==> config.mk <==
export PLATFORM = sky130hd
export DESIGN_NAME = apb_req_front
export DESIGN_NICKNAME = d
export VERILOG_FILES = /design/src/common/bridge_pkg.sv /design/src/source/apb_req_front.sv
export SDC_FILE = /design/constraint.sdc
export NUM_CORES = 1
export LEC_CHECK = 0
export ABC_AREA = 1
export BUFFER_PORTS_ARGS = -buffer_cell sky130_fd_sc_hd__buf_2
export CAP_MARGIN = 20
export CELL_PAD_IN_SITES_DETAIL_PLACEMENT = 0
export CELL_PAD_IN_SITES_GLOBAL_PLACEMENT = 1
export CORE_ASPECT_RATIO = 0.5
export CORE_MARGIN = 10
export CORE_UTILIZATION = 14
export DETAILED_ROUTE_END_ITERATION = 16
export GPL_TIMING_DRIVEN = 0
export PLACE_DENSITY_LB_ADDON = 0.1
export SYNTH_ARGS = -nofsm -noshare
export SYNTH_HDL_FRONTEND = slang
export SYNTH_SLANG_ARGS = --single-unit
==> constraint.sdc <==
create_clock -name clk -period 1.76 [get_ports clk]
set_clock_uncertainty 0.05 [all_clocks]
set_input_delay 0.352 -clock clk [delete_from_list [all_inputs] [get_ports clk]]
set_output_delay 0.352 -clock clk [all_outputs]
set_load 0.05 [all_outputs]
==> src/common/bridge_pkg.sv <==
package bridge_pkg;

   // host side is 32-bit APB with a 16-bit byte address
   localparam int ADDR_W       = 16;
   localparam int HOST_P_BYTES = 2;                         // log2 of host data bytes
   localparam int MEM_P_BYTES  = 3;                         // log2 of memory word bytes
   localparam int MEM_IDX_W    = 8;                         // 256 words of 64 bits, 2 KB in all
   localparam int FIFO_DEPTH   = 4;

   localparam int HOST_BYTES = 1 << HOST_P_BYTES;
   localparam int MEM_BYTES  = 1 << MEM_P_BYTES;
   localparam int HOST_DW    = HOST_BYTES * 8;
   localparam int MEM_DW     = MEM_BYTES * 8;
   localparam int MEM_WORDS  = 1 << MEM_IDX_W;
   localparam int SPACE_AW   = MEM_IDX_W + MEM_P_BYTES;     // address bits inside the 2 KB space

   localparam int FIFO_PTR_W = $clog2(FIFO_DEPTH);
   localparam int FIFO_CNT_W = $clog2(FIFO_DEPTH + 1);      // count must reach FIFO_DEPTH itself

   // a request entry carries the write data already widened to the memory lane layout
   // so it is packed as {write, addr, wide data, wide strobe} with the strobe at the bottom
   localparam int REQ_BE_LSB    = 0;
   localparam int REQ_DATA_LSB  = REQ_BE_LSB + MEM_BYTES;
   localparam int REQ_ADDR_LSB  = REQ_DATA_LSB + MEM_DW;
   localparam int REQ_WRITE_BIT = REQ_ADDR_LSB + ADDR_W;
   localparam int REQ_W         = REQ_WRITE_BIT + 1;        // 89 bits

   typedef logic [ADDR_W-1:0]    addr_t;
   typedef logic [HOST_DW-1:0]   host_data_t;
   typedef logic [HOST_BYTES-1:0] host_be_t;
   typedef logic [MEM_DW-1:0]    mem_data_t;
   typedef logic [MEM_BYTES-1:0] mem_be_t;
   typedef logic [MEM_IDX_W-1:0] mem_idx_t;
   typedef logic [REQ_W-1:0]     req_word_t;

endpackage

==> src/source/apb_req_front.sv <==
module apb_req_front
(
   input  logic                    clk,
   input  logic                    i_rst,
   input  logic                    i_psel,
   input  logic                    i_penable,
   input  logic                    i_pwrite,
   input  bridge_pkg::addr_t       i_paddr,
   input  bridge_pkg::host_data_t  i_pwdata,
   input  bridge_pkg::host_be_t    i_pstrb,
   input  logic                    i_full,                  // request FIFO has no free slot
   input  logic                    i_rd_valid,              // memory read word is on i_rd_data
   input  bridge_pkg::host_data_t  i_rd_data,               // already narrowed to the host lane
   output logic                    o_pready,
   output bridge_pkg::host_data_t  o_prdata,
   output logic                    o_pslverr,
   output logic                    o_push,
   output logic                    o_push_write,
   output bridge_pkg::addr_t       o_push_addr,
   output bridge_pkg::host_data_t  o_push_data,
   output bridge_pkg::host_be_t    o_push_be
);
   // only this module walks through these states
   typedef enum logic [1:0]
   {
      ST_IDLE,                                             // waiting for an access phase
      ST_RD_WAIT,                                          // read is queued, waiting for its data
      ST_DONE                                              // pready went out, let the transfer close
   } state_t;

   state_t state;
   state_t state_nxt;
   logic   access;
   logic   in_range;

   assign access   = i_psel & i_penable;
   // anything above the 2 KB window is refused
   assign in_range = (i_paddr[bridge_pkg::ADDR_W-1:bridge_pkg::SPACE_AW] == '0);

   always_ff @(posedge clk)
   begin
      if (i_rst)
         state <= ST_IDLE;
      else
         state <= state_nxt;
   end

   // pready is decided in the same cycle so a posted write finishes in its first access cycle
   always_comb
   begin
      state_nxt = state;
      o_pready  = 1'b0;
      o_pslverr = 1'b0;
      o_prdata  = '0;
      o_push    = 1'b0;
      case (state)
         ST_IDLE:
         begin
            if (access)
            begin
               if (!in_range)
               begin
                  o_pready  = 1'b1;                        // refused at once, nothing is queued
                  o_pslverr = 1'b1;
                  state_nxt = ST_DONE;
               end
               else if (!i_full)
               begin
                  o_push = 1'b1;                           // both writes and reads go through the FIFO
                  if (i_pwrite)
                  begin
                     o_pready  = 1'b1;                     // write is posted
                     state_nxt = ST_DONE;
                  end
                  else
                     state_nxt = ST_RD_WAIT;
               end
               // a full FIFO simply holds pready low until a slot frees
            end
         end
         ST_RD_WAIT:
         begin
            // the read entry drains behind every earlier write before data returns
            if (i_rd_valid)
            begin
               o_pready  = 1'b1;
               o_prdata  = i_rd_data;
               state_nxt = ST_DONE;
            end
         end
         ST_DONE:
            state_nxt = ST_IDLE;                           // this cycle is the next setup phase at most
         default:
            state_nxt = ST_IDLE;
      endcase
   end

   // request fields come from the held APB address and control
   assign o_push_write = i_pwrite;
   assign o_push_addr  = i_paddr;
   assign o_push_data  = i_pwdata;
   assign o_push_be    = i_pwrite ? i_pstrb : '0;          // a read never strobes a byte

endmodule

Yosys cells after proc, flatten, opt, wreduce, memory -nomap -nowiden --
Index checks and enable logic that the tools add are counted.
Storage, ports and cells: output and inout bits 88, bits of input ports 91, flip-flop bits (word level) 2
Operators by class: equal/unequal tests 4, muxes and demuxes 22, bitwise operators 1, reduce and logical (&&, ||, !) cells 3
Operator list (number):
- 32-bit 2-to-1 mux | 2
- 1-bit 2-to-1 mux | 12
- 2-bit 2-to-1 mux | 5
- 5-bit zero test | 1
- 4-bit 2-to-1 mux | 1
- 2-bit != test (second input constant) | 2
- 2-bit one-hot mux with 2 select lines | 1
- 3-bit != test (second input constant) | 1
- 3-bit AND reduction | 1
- 2-bit by 1-bit equality test with 1-bit output (second input constant) | 1
- 2-bit zero test | 1
- 1-bit one-hot mux with 2 select lines | 1
- 1-bit bitwise AND | 1

Longest topological paths before layout --
depth after elaboration 5, gate-level depth with buffers 7

Least setup slack after synthesis --
No wires, ideal clock.
path kind in2out, start in i_paddr[14], end out o_push, arrival 1.765 ns, setup slack -0.407 ns, required time 1.358 ns, cell stages on the path 5, path through nor2_1 nand2_1 nor2_4 inv_1 nor3_1
Between the ends: cells in the longest elaborated chain, start to end 4
Ends and longest elaborated chain:
- start: declaration | line apb_req_front.sv:8 | input bridge_pkg::addr_t i_paddr,
- 5-bit zero test | line apb_req_front.sv:38 | assign in_range = (i_paddr[bridge_pkg::ADDR_W-1:bridge_pkg::SPACE_AW] == '0);
- 1-bit 2-to-1 mux | line apb_req_front.sv:61 | if (!in_range)
- 1-bit 2-to-1 mux | line apb_req_front.sv:59 | if (access)
- 1-bit 2-to-1 mux | line apb_req_front.sv:56 | case (state)
- end: declaration | line apb_req_front.sv:17 | output logic o_push,
No other way between the ends.

Final worst setup path --
start reg state[0], end out o_prdata[2]
Between the ends: cells in the longest elaborated chain, start to end 2
Ends and longest elaborated chain:
- start: declaration | line apb_req_front.sv:31 | state_t state;
- start signal: assignment | line apb_req_front.sv:45 | state <= state_nxt;
- 2-bit by 1-bit equality test with 1-bit output | line apb_req_front.sv:56
- 32-bit 2-to-1 mux | line apb_req_front.sv:56
- end: declaration | line apb_req_front.sv:15 | output bridge_pkg::host_data_t o_prdata,
No other way between the ends.

==> flow_metrics.tcl <==
set metrics [dict create \
    antenna_found_initial 0 \
    slowest_delay_ns 0.31 \
    core_um2 6160 \
    grt_max_degree 11 \
    critical_path_class "reg2out" \
    ant_nets 0 \
    grt_usage 0.0800 \
    end_kind "primary output" \
    grt-ovfl-total 0 \
    setup_ws_ns 0.0802 \
    syn_nets 253 \
    root_buffer "clkbuf_16" \
    dr.first_iter.drc_count 18 \
    rsz0062_at_grt "yes" \
    cts.path.max_buffers 2 \
    crit_chain "inv_1 -> nor2_4 -> nand2_4 -> buf_6 -> nor2_2 -> buf_4" \
    area_delta_synth_final_pct 107 \
    crit_arrival_ns 1.28 \
    path_max_fanout 10 \
    cts_setup_buffers 0 \
    ys_top_cells_by_area "buf_4, inv_1, nor2_1" \
    total_leakage_power_nw 1.29 \
    ys_seq_elements 2 \
    crit_buf_inv 3 \
    clkLatencyLatePin_ns 0.22 \
    grt_first_pass_wirelength_um 6920 \
    hold_path.class "in2reg" \
    numCtsBuffers 3 \
    clkTransAtPathRegs_ns 0.03 \
    period_needed_ns 1.68 \
    reg_top3 "state: 2 flops" \
    yosysSeqAreaShare 0.0445 \
    finalMaxSlewViolations 0 \
    yosysTopAreaCell "buf_4" \
    ctsHoldBuffers 0 \
    run_status "complete, no violations" \
    clock_sinks 2 \
    ctsHtreeMaxLevel 1 \
    antenna_cells 0 \
    drt_wl_total_um 4580 \
    syn_area_um2 900 \
    syn_area_per_cell_um2 5.55 \
    hold_violations 0 \
    io_pins 179 \
    drc 0 \
    synth_most_common_cell "buf_4" \
    synthTopCellsByCount "buf_4, inv_1, nor2_1" \
    crit_family "buffers and inverters" \
    hpwl_um 4280 \
    p_per_area_nw_per_um2 469 \
    vdd_drop_max_mv 0.301 \
    setup_viol 0 \
    vias 1279 \
    cp_slowest_cell "dfxtp_1" \
    cp.required_ns 1.36 \
    fp.dieH_um 76.7 \
    routed_via_density 3.30 \
    yosysWarnings 0 \
    total_power_mw 0.876 \
    drt_pass1_iterations 4 \
    worstMarginPinSlew_ns 0.266 \
    drv_cap 0 \
    dieArea_um2 10200 \
    final.setup.tns_ns 0 \
    fin_crit_sh 0.954 \
    ys.flop_type "dfxtp_1" \
    largest_register_ffs 2 \
    syn_inst 162 \
    synth_cell_types 13 \
    drive_above_1_share 0.683 \
    fmax_mhz 595 \
    routedWlPerCell_um 11.8 \
    cts_tree "built" \
    largest_register "state" \
    start_kind "flop" \
    start_util 0.146 \
    dpl_cell_area_um2 1690 \
    die_x_um 133 \
    async_flop_share 0 \
    gp_congestion 0.705 \
    dp_slack_ns 0.0779 \
    final_nets 393 \
    fin_area_um2 1870 \
    rows 20 \
    synth_edf_count 0 \
    port_buffers 135 \
    grt_pass1_vias 1424 \
    relSlewSlack 0.824 \
    synth_top_area_frac 0.409 \
]
power by group:
group	switching (mW)	internal [mW]
Sequential	0.00199	0.0475
Combinational	0.323	0.164
Clock	0.0503	0.289
Total	0.375	0.501
cells by family after synthesis:
group           share of synthesized area
buf+inv                             0.643
compound gates                     0.0111
simple gates                        0.302
flops                              0.0445
what timing repair did:
action,CTS,global route
resized for setup,29,9
endpoints found under the setup margin,29,31
pin swaps,0,0
metrics by stage:
| step | cells | hold WS, ns | utilization |
|---|---|---|---|
| 3_3_place_gp | 385 | 0.487 | 0.275 |
| 2_1_floorplan | 162 | 0.371 | - |
| 6_report | 388 | 0.259 | 0.303 |
| 5_1_grt | 388 | 0.270 | 0.303 |
| 3_5_place_dp | 385 | 0.488 | 0.275 |
| 4_1_cts | 388 | 0.259 | 0.299 |
layout by cell type (no fill, tap or decap):
cell type,synthesis,final
buf_2,0,103
buf_4,49,77
inv_1,47,47
nor2_1,28,27
nand2_1,13,13
nor2_2,10,10
buf_6,3,5
nor2_4,2,3
nand3_1,3,3
clkbuf_16,0,3
a21oi_1,2,2
clkbuf_4,0,2
dfxtp_1,2,2
nand2_4,0,1
nand4_1,1,1
nor3_2,0,1
routing by layer:
layer  track usage  wire (um)
met5             0          0
met4       0.00972          0
met2         0.155       2330
met3        0.0559        770
met1        0.0672       1480
final cells by class:
cell class                 instances  area [um^2]
buffer                            52          402
multi-input combinational         61          299
clock buffer                       3         75.1
sequential                         2         40.0
fill                             683         4290
tap                               88          110
inverter                          47          176
timing repair buffer             135          763
final timing paths:
check / slack [ns] / endpoint / from / depth (start not counted)
worst max-delay path: 0.08 / o_prdata[2] / state[0]$_SDFFE_PP0P_ / 6
worst min-delay path: 0.26 / state[0]$_SDFFE_PP0P_ / i_rst / 2
worst max register to register: 0.75 / state[0]$_SDFFE_PP0P_ / state[1]$_SDFFE_PP0P_ / 5
worst min register to register: 0.52 / state[1]$_SDFFE_PP0P_ / state[0]$_SDFFE_PP0P_ / 4
(Power assumes the default switching activity.)
