===== src/common/bridge_pkg.sv =====
package bridge_pkg;

   // host side is 32-bit APB with a 16-bit byte address
   localparam int ADDR_W       = 16;
   localparam int HOST_P_BYTES = 2;                         // log2 of host data bytes
   localparam int MEM_P_BYTES  = 3;                         // log2 of memory word bytes
   localparam int MEM_IDX_W    = 8;                         // 256 words of 64 bits, 2 KB in all
   localparam int FIFO_DEPTH   = 4;

   localparam int HOST_BYTES = 1 << HOST_P_BYTES;
   localparam int MEM_BYTES  = 1 << MEM_P_BYTES;
   localparam int HOST_DW    = HOST_BYTES * 8;
   localparam int MEM_DW     = MEM_BYTES * 8;
   localparam int MEM_WORDS  = 1 << MEM_IDX_W;
   localparam int SPACE_AW   = MEM_IDX_W + MEM_P_BYTES;     // address bits inside the 2 KB space

   localparam int FIFO_PTR_W = $clog2(FIFO_DEPTH);
   localparam int FIFO_CNT_W = $clog2(FIFO_DEPTH + 1);      // count must reach FIFO_DEPTH itself

   // a request entry carries the write data already widened to the memory lane layout
   // so it is packed as {write, addr, wide data, wide strobe} with the strobe at the bottom
   localparam int REQ_BE_LSB    = 0;
   localparam int REQ_DATA_LSB  = REQ_BE_LSB + MEM_BYTES;
   localparam int REQ_ADDR_LSB  = REQ_DATA_LSB + MEM_DW;
   localparam int REQ_WRITE_BIT = REQ_ADDR_LSB + ADDR_W;
   localparam int REQ_W         = REQ_WRITE_BIT + 1;        // 89 bits

   typedef logic [ADDR_W-1:0]    addr_t;
   typedef logic [HOST_DW-1:0]   host_data_t;
   typedef logic [HOST_BYTES-1:0] host_be_t;
   typedef logic [MEM_DW-1:0]    mem_data_t;
   typedef logic [MEM_BYTES-1:0] mem_be_t;
   typedef logic [MEM_IDX_W-1:0] mem_idx_t;
   typedef logic [REQ_W-1:0]     req_word_t;

endpackage


===== src/source/req_fifo.sv =====
module req_fifo
(
   input  logic                   clk,
   input  logic                   i_rst,
   input  logic                   i_push,
   input  bridge_pkg::req_word_t  i_push_word,
   input  logic                   i_pop_ready,
   output logic                   o_full,
   output logic                   o_pop_valid,
   output bridge_pkg::req_word_t  o_pop_word
);
   localparam int PTR_W = bridge_pkg::FIFO_PTR_W;
   localparam int CNT_W = bridge_pkg::FIFO_CNT_W;
   localparam int DEPTH = bridge_pkg::FIFO_DEPTH;

   bridge_pkg::req_word_t slots [DEPTH];                   // entry storage, no reset needed
   logic [PTR_W-1:0]      wr_ptr;
   logic [PTR_W-1:0]      rd_ptr;
   logic [CNT_W-1:0]      count;                           // entries currently held
   logic                  do_push;
   logic                  do_pop;

   assign do_push     = i_push & ~o_full;                  // a push into a full queue is dropped
   assign do_pop      = o_pop_valid & i_pop_ready;
   assign o_full      = (count == CNT_W'(DEPTH));
   assign o_pop_valid = (count != '0);                     // valid the cycle after the first push
   assign o_pop_word  = slots[rd_ptr];

   always_ff @(posedge clk)
   begin
      if (do_push)
         slots[wr_ptr] <= i_push_word;
   end

   // pointers wrap at the last slot so any depth works
   always_ff @(posedge clk)
   begin
      if (i_rst)
      begin
         wr_ptr <= '0;
         rd_ptr <= '0;
      end
      else
      begin
         if (do_push)
            wr_ptr <= (wr_ptr == PTR_W'(DEPTH - 1)) ? '0 : wr_ptr + 1'b1;
         if (do_pop)
            rd_ptr <= (rd_ptr == PTR_W'(DEPTH - 1)) ? '0 : rd_ptr + 1'b1;
      end
   end

   always_ff @(posedge clk)
   begin
      if (i_rst)
         count <= '0;
      else
      begin
         case ({do_push, do_pop})
            2'b10:   count <= count + 1'b1;
            2'b01:   count <= count - 1'b1;
            default: count <= count;                       // both or neither leave the level alone
         endcase
      end
   end

endmodule


===== config.mk =====
export PLATFORM = sky130hd
export DESIGN_NAME = req_fifo
export DESIGN_NICKNAME = d
export VERILOG_FILES = /design/src/common/bridge_pkg.sv /design/src/source/req_fifo.sv
export SDC_FILE = /design/constraint.sdc
export NUM_CORES = 1
export LEC_CHECK = 0
export BUFFER_PORTS_ARGS = -buffer_cell sky130_fd_sc_hd__buf_2
export CORE_AREA = 3 3 166 168
export DETAILED_ROUTE_END_ITERATION = 8
export DIE_AREA = 0 0 169 171
export PLACE_DENSITY = 0.74
export SLEW_MARGIN = 20
export SYNTH_ARGS = -nofsm -noshare
export SYNTH_HDL_FRONTEND = slang
export SYNTH_SLANG_ARGS = --single-unit

===== constraint.sdc =====
create_clock -name clk -period 3.1 [get_ports clk]
set_input_delay 0.465 -clock clk [delete_from_list [all_inputs] [get_ports clk]]
set_output_delay 0.465 -clock clk [all_outputs]
set_load 0.01 [all_outputs]

Word-level counts from Yosys, hierarchy flattened
Memories as Yosys holds them, arrays and structs flattened. A register that Yosys moved wholly into a read port is not among the register bits.
Cells that the tools add are included.
- reductions and logical operators: 2
- $add $sub $neg: 4
- bitwise logic cells: 3
- equality and inequality tests: 5
- muxes and demuxes: 7
- operators by type and width (cell ; number):
    $mux W2 ; 4
    $eq A2 B2 Y1 const B ; 3
    $pmux W3 S2 ; 1
    $add A2 B1 Y2 const B ; 2
    $add A3 B1 Y3 const B ; 1
    $eq A3 B3 Y1 const B ; 1
    $reduce_bool A3 Y1 ; 1
    $sub A3 B1 Y3 const B ; 1
    $and A1 B1 Y1 ; 2
    $eq A2 B1 Y1 const B ; 1
    $mux W1 ; 2
    $reduce_bool A2 Y1 ; 1
    $not A1 Y1 ; 1
- bits of input ports: 93
- flip-flop bits (word level): 7
- RAM bits: 356
- word-level logic and storage cells: 25
- memories kept: 1
- memory list (memory ; words ; bits a word ; read ports ; clocked after memory_dff ; wr ports ; line ; RTL):
    slots ; 4 ; 89 ; 1 ; 1 ; 1 ; req_fifo.sv:16 ; bridge_pkg::req_word_t slots [DEPTH];

Logic depth before layout (Yosys ltp)
- depth in word-level cells: 5
- gate-level depth with buffers: 10
- gate-level depth less buffers: 9

Least setup slack after synthesis
OpenSTA, ideal clock, no wires.
- kind: reg-to-reg
- from: register count[0]
- to: memory slots[0][0] (netlist bit) (enable)
- setup slack: -0.085 ns
- arrival: 2.727 ns
- data required time: 2.642 ns
- cell stages (with the launch flop): 4
- library setup time: 0.458 ns
- path buffers: 1
- clock period less this slack: 3.185 ns
- path through: dfxtp_1 -> or3b_1 -> buf_6 -> and3_1
- word-level cells in the longest chain between the ends: 5
- RTL lines (what ; line ; RTL):
    start, declared ; req_fifo.sv:19 ; logic [CNT_W-1:0] count;
    start signal, assigned ; req_fifo.sv:59 ; 2'b10: count <= count + 1'b1;
    start signal, assigned ; req_fifo.sv:60 ; 2'b01: count <= count - 1'b1;
    start signal, assigned ; req_fifo.sv:61 ; default: count <= count;
    $eq A3 B3 Y1 ; req_fifo.sv:25 ; assign o_full = (count == CNT_W'(DEPTH));
    $not A1 Y1 ; req_fifo.sv:23 ; assign do_push = i_push & ~o_full;
    $and A1 B1 Y1 ; req_fifo.sv:23 ;
    $mux W1 ; req_fifo.sv:31 ; if (do_push)
    $mux W1 (implied by the code) ; req_fifo.sv:32 ; slots[wr_ptr] <= i_push_word;
    end, declared ; req_fifo.sv:16 ;
Every way passes these cells.

==> impl_metrics.env <==
export IMPL_clkSinkCount=365
export IMPL_die_w_um=169
export IMPL_final_common_cell="edfxtp_1"
export IMPL_tns_ps=0
export IMPL_areaGrowthSynthToFinish_pct=19.5
export IMPL_clk_pin_slew_ps=60
export IMPL_routabilityCongestion=0.748
export IMPL_synth_area_mm2=0.0133
export IMPL_layout_common_cells="356 x edfxtp_1, 183 x buf_2, 89 x mux4_2"
export IMPL_postSynthCellCount=519
export IMPL_start_util_pct=51.1
export IMPL_hp_class="input port to register"
export IMPL_ant_nets=0
export IMPL_numPortBuffers=183
export IMPL_detail_route_wl_per_cell_um=21.9
export IMPL_io_pins=184
export IMPL_via_per_inst=5.47
export IMPL_core_region_area_mm2=0.0261
export IMPL_tightest_slew_ps=714
export IMPL_grt_start_max_net_pins=40
export IMPL_dr_first_iter_drc_count=447
export IMPL_num_rows=59
export IMPL_hold_buffers=0
export IMPL_p_per_area_mw_per_mm2=804
export IMPL_grt_pass1_vias=6515
export IMPL_slew_violations=0
export IMPL_critPathArrivalTime_ps=2180
export IMPL_cp_required_ps=2630
export IMPL_skew_ps=18.8
export IMPL_ir_drop_uv=554
export IMPL_grt_pass1_wl_um=37200
export IMPL_synth_distinct_cells=26
export IMPL_clockBufferDepth=3
export IMPL_setup_viol=0
export IMPL_routed_wl_um=24000
export IMPL_post_cts_resized=0
export IMPL_max_freq_mhz=379
export IMPL_maxSlewHeadroom_pct=52.4
export IMPL_first_pass_iters=4
export IMPL_hold_worst_slack_ps=167
export IMPL_ys_ff_latch=365
export IMPL_yosys_warnings=0
export IMPL_clockRootBuffer="clkbuf_16"
export IMPL_dp_cells=1029
export IMPL_path_max_fanout=32
export IMPL_vias=6005
export IMPL_synthTopCellsByArea="edfxtp_1 80%, mux4_2 15%, dfxtp_1 1.4%, ha_1 0.56%, buf_2 0.38%"
export IMPL_final_layout_size_suffix_gt1_share_pct=45.3
export IMPL_start_kind="register"
export IMPL_drc=0
export IMPL_yosysTopAreaCellShare_pct=80.3
export IMPL_groute_usage_overall_pct=16.8
export IMPL_fin_cells=1097
export IMPL_post_cts_repair_setup_buffers=0
export IMPL_rsz0062_at_grt="no"
export IMPL_dp_hpwl_um=14800
export IMPL_antenna_cells=0
export IMPL_syn_num_nets=619
export IMPL_status="complete, no violations"
export IMPL_htree_levels=2
export IMPL_min_period_over_period_pct=85.2
export IMPL_overflow=0
export IMPL_die_h_um=171
export IMPL_clkLatencyLatePin_ps=510
export IMPL_grt_antenna_before_repair=2
export IMPL_worstSetupPathType="register to output pin"
export IMPL_stdcell_area_mm2=0.0159
export IMPL_critPathCaptureType="output pin"
export IMPL_cts_buffers=38
export IMPL_fillers=1786
export IMPL_cap_violations=0
export IMPL_hold_viol_final=0
export IMPL_nets=834
export IMPL_place_area_mm2=0.0147
export IMPL_syn_area_per_cell_um2=25.7
export IMPL_synth_top_area_cell="edfxtp_1"
export IMPL_die_area_mm2=0.0289
export IMPL_cts_tree="yes"
export IMPL_period_minus_slack_ps=2640
export IMPL_ys_seq_area_share_pct=81.7
export IMPL_leakage_nw=5.35
==> report_power, final <==
group	switching, mW	leakage, nW	internal [mW]
Combinational	1.28	1.44	1.21
Clock	1.73	0.572	2.49
Sequential	0.174	3.34	5.92
==> per-layer routing <==
| layer | track usage, % | up-vias | routed length (um) |
|---|---|---|---|
| met5 | 0 | - | 23 |
| met4 | 4.30 | 4 | 438 |
| met3 | 4.76 | 43 | 1790 |
| met2 | 27.8 | 200 | 11900 |
| met1 | 22.6 | 3106 | 9800 |
| li1 | - | 2652 | - |
==> logic make-up after synthesis <==
family | count (synthesis) | synth area share, %
compound gates | 8 | 0.395
xor+xnor | 2 | 0.132
fa+ha+maj | 7 | 0.714
buf+inv | 30 | 1.26
flops | 365 | 81.7
mux | 90 | 15.1
simple gates | 17 | 0.714
==> worst paths after layout <==
| path | start | end | slack (ps) | depth (start not counted) |
|---|---|---|---|---|
| min | i_push_word[74] | slots[2][74]$_DFFE_PP_ | 170 | 1 |
| max | register | o_pop_word[28] | 460 | 3 |
| min reg2reg | count[2]$_SDFFE_PP0P_ | count[2]$_SDFFE_PP0P_ | 530 | 2 |
| max reg2reg | count[2]$_SDFFE_PP0P_ | count[2]$_SDFFE_PP0P_ | 630 | 9 |
==> layout make-up <==
cell class,instances,area (um2),share of cell area [%]
inverter,8,30.0,0.189
tap,335,419,2.63
multi-input combinational,124,2290,14.4
clock inverter,20,125,0.787
clock buffer,48,1050,6.61
timing repair buffer,197,1110,6.97
sequential,365,10900,68.4
==> Yosys cell counts <==
cell type  count
edfxtp_1     356
mux4_2        89
buf_2         10
dfxtp_1        9
clkbuf_1       8
inv_1          8
ha_1           6
a21oi_1        4
and3_1         4
nor2_1         4
or3_1          3
buf_6          2
nand3_1        2
xor2_1         2
a21o_1         1
and2_4         1
buf_12         1
buf_8          1
fa_1           1
mux2i_1        1
nand2_1        1
nor3_1         1
o21ai_0        1
o31ai_1        1
o31ai_2        1
or3b_1         1
==> flip-flops by register name, summed over array words and instances, names as in the netlist, named ones only <==
name	cells
count	3
rd_ptr	2
slots	356
wr_ptr	2
==> through the flow <==
| step | setup WS (ps) | power [mW] | utilization (%) |
|---|---|---|---|
| after floorplan | 865 | 7.78 | - |
| after global placement | 771 | 8.67 | 56.5 |
| after detailed placement | 658 | 8.75 | 56.5 |
| after CTS | 394 | 13.0 | 61.0 |
| after global routing | 317 | 13.4 | 61.0 |
| final | 460 | 12.8 | 61.0 |
==> critical path, stage by stage (launching register included) <==
cell	delay [ps]
dfxtp_4	680
buf_4	430
mux4_2	380
buf_2	160
(Power assumes the default switching activity.)
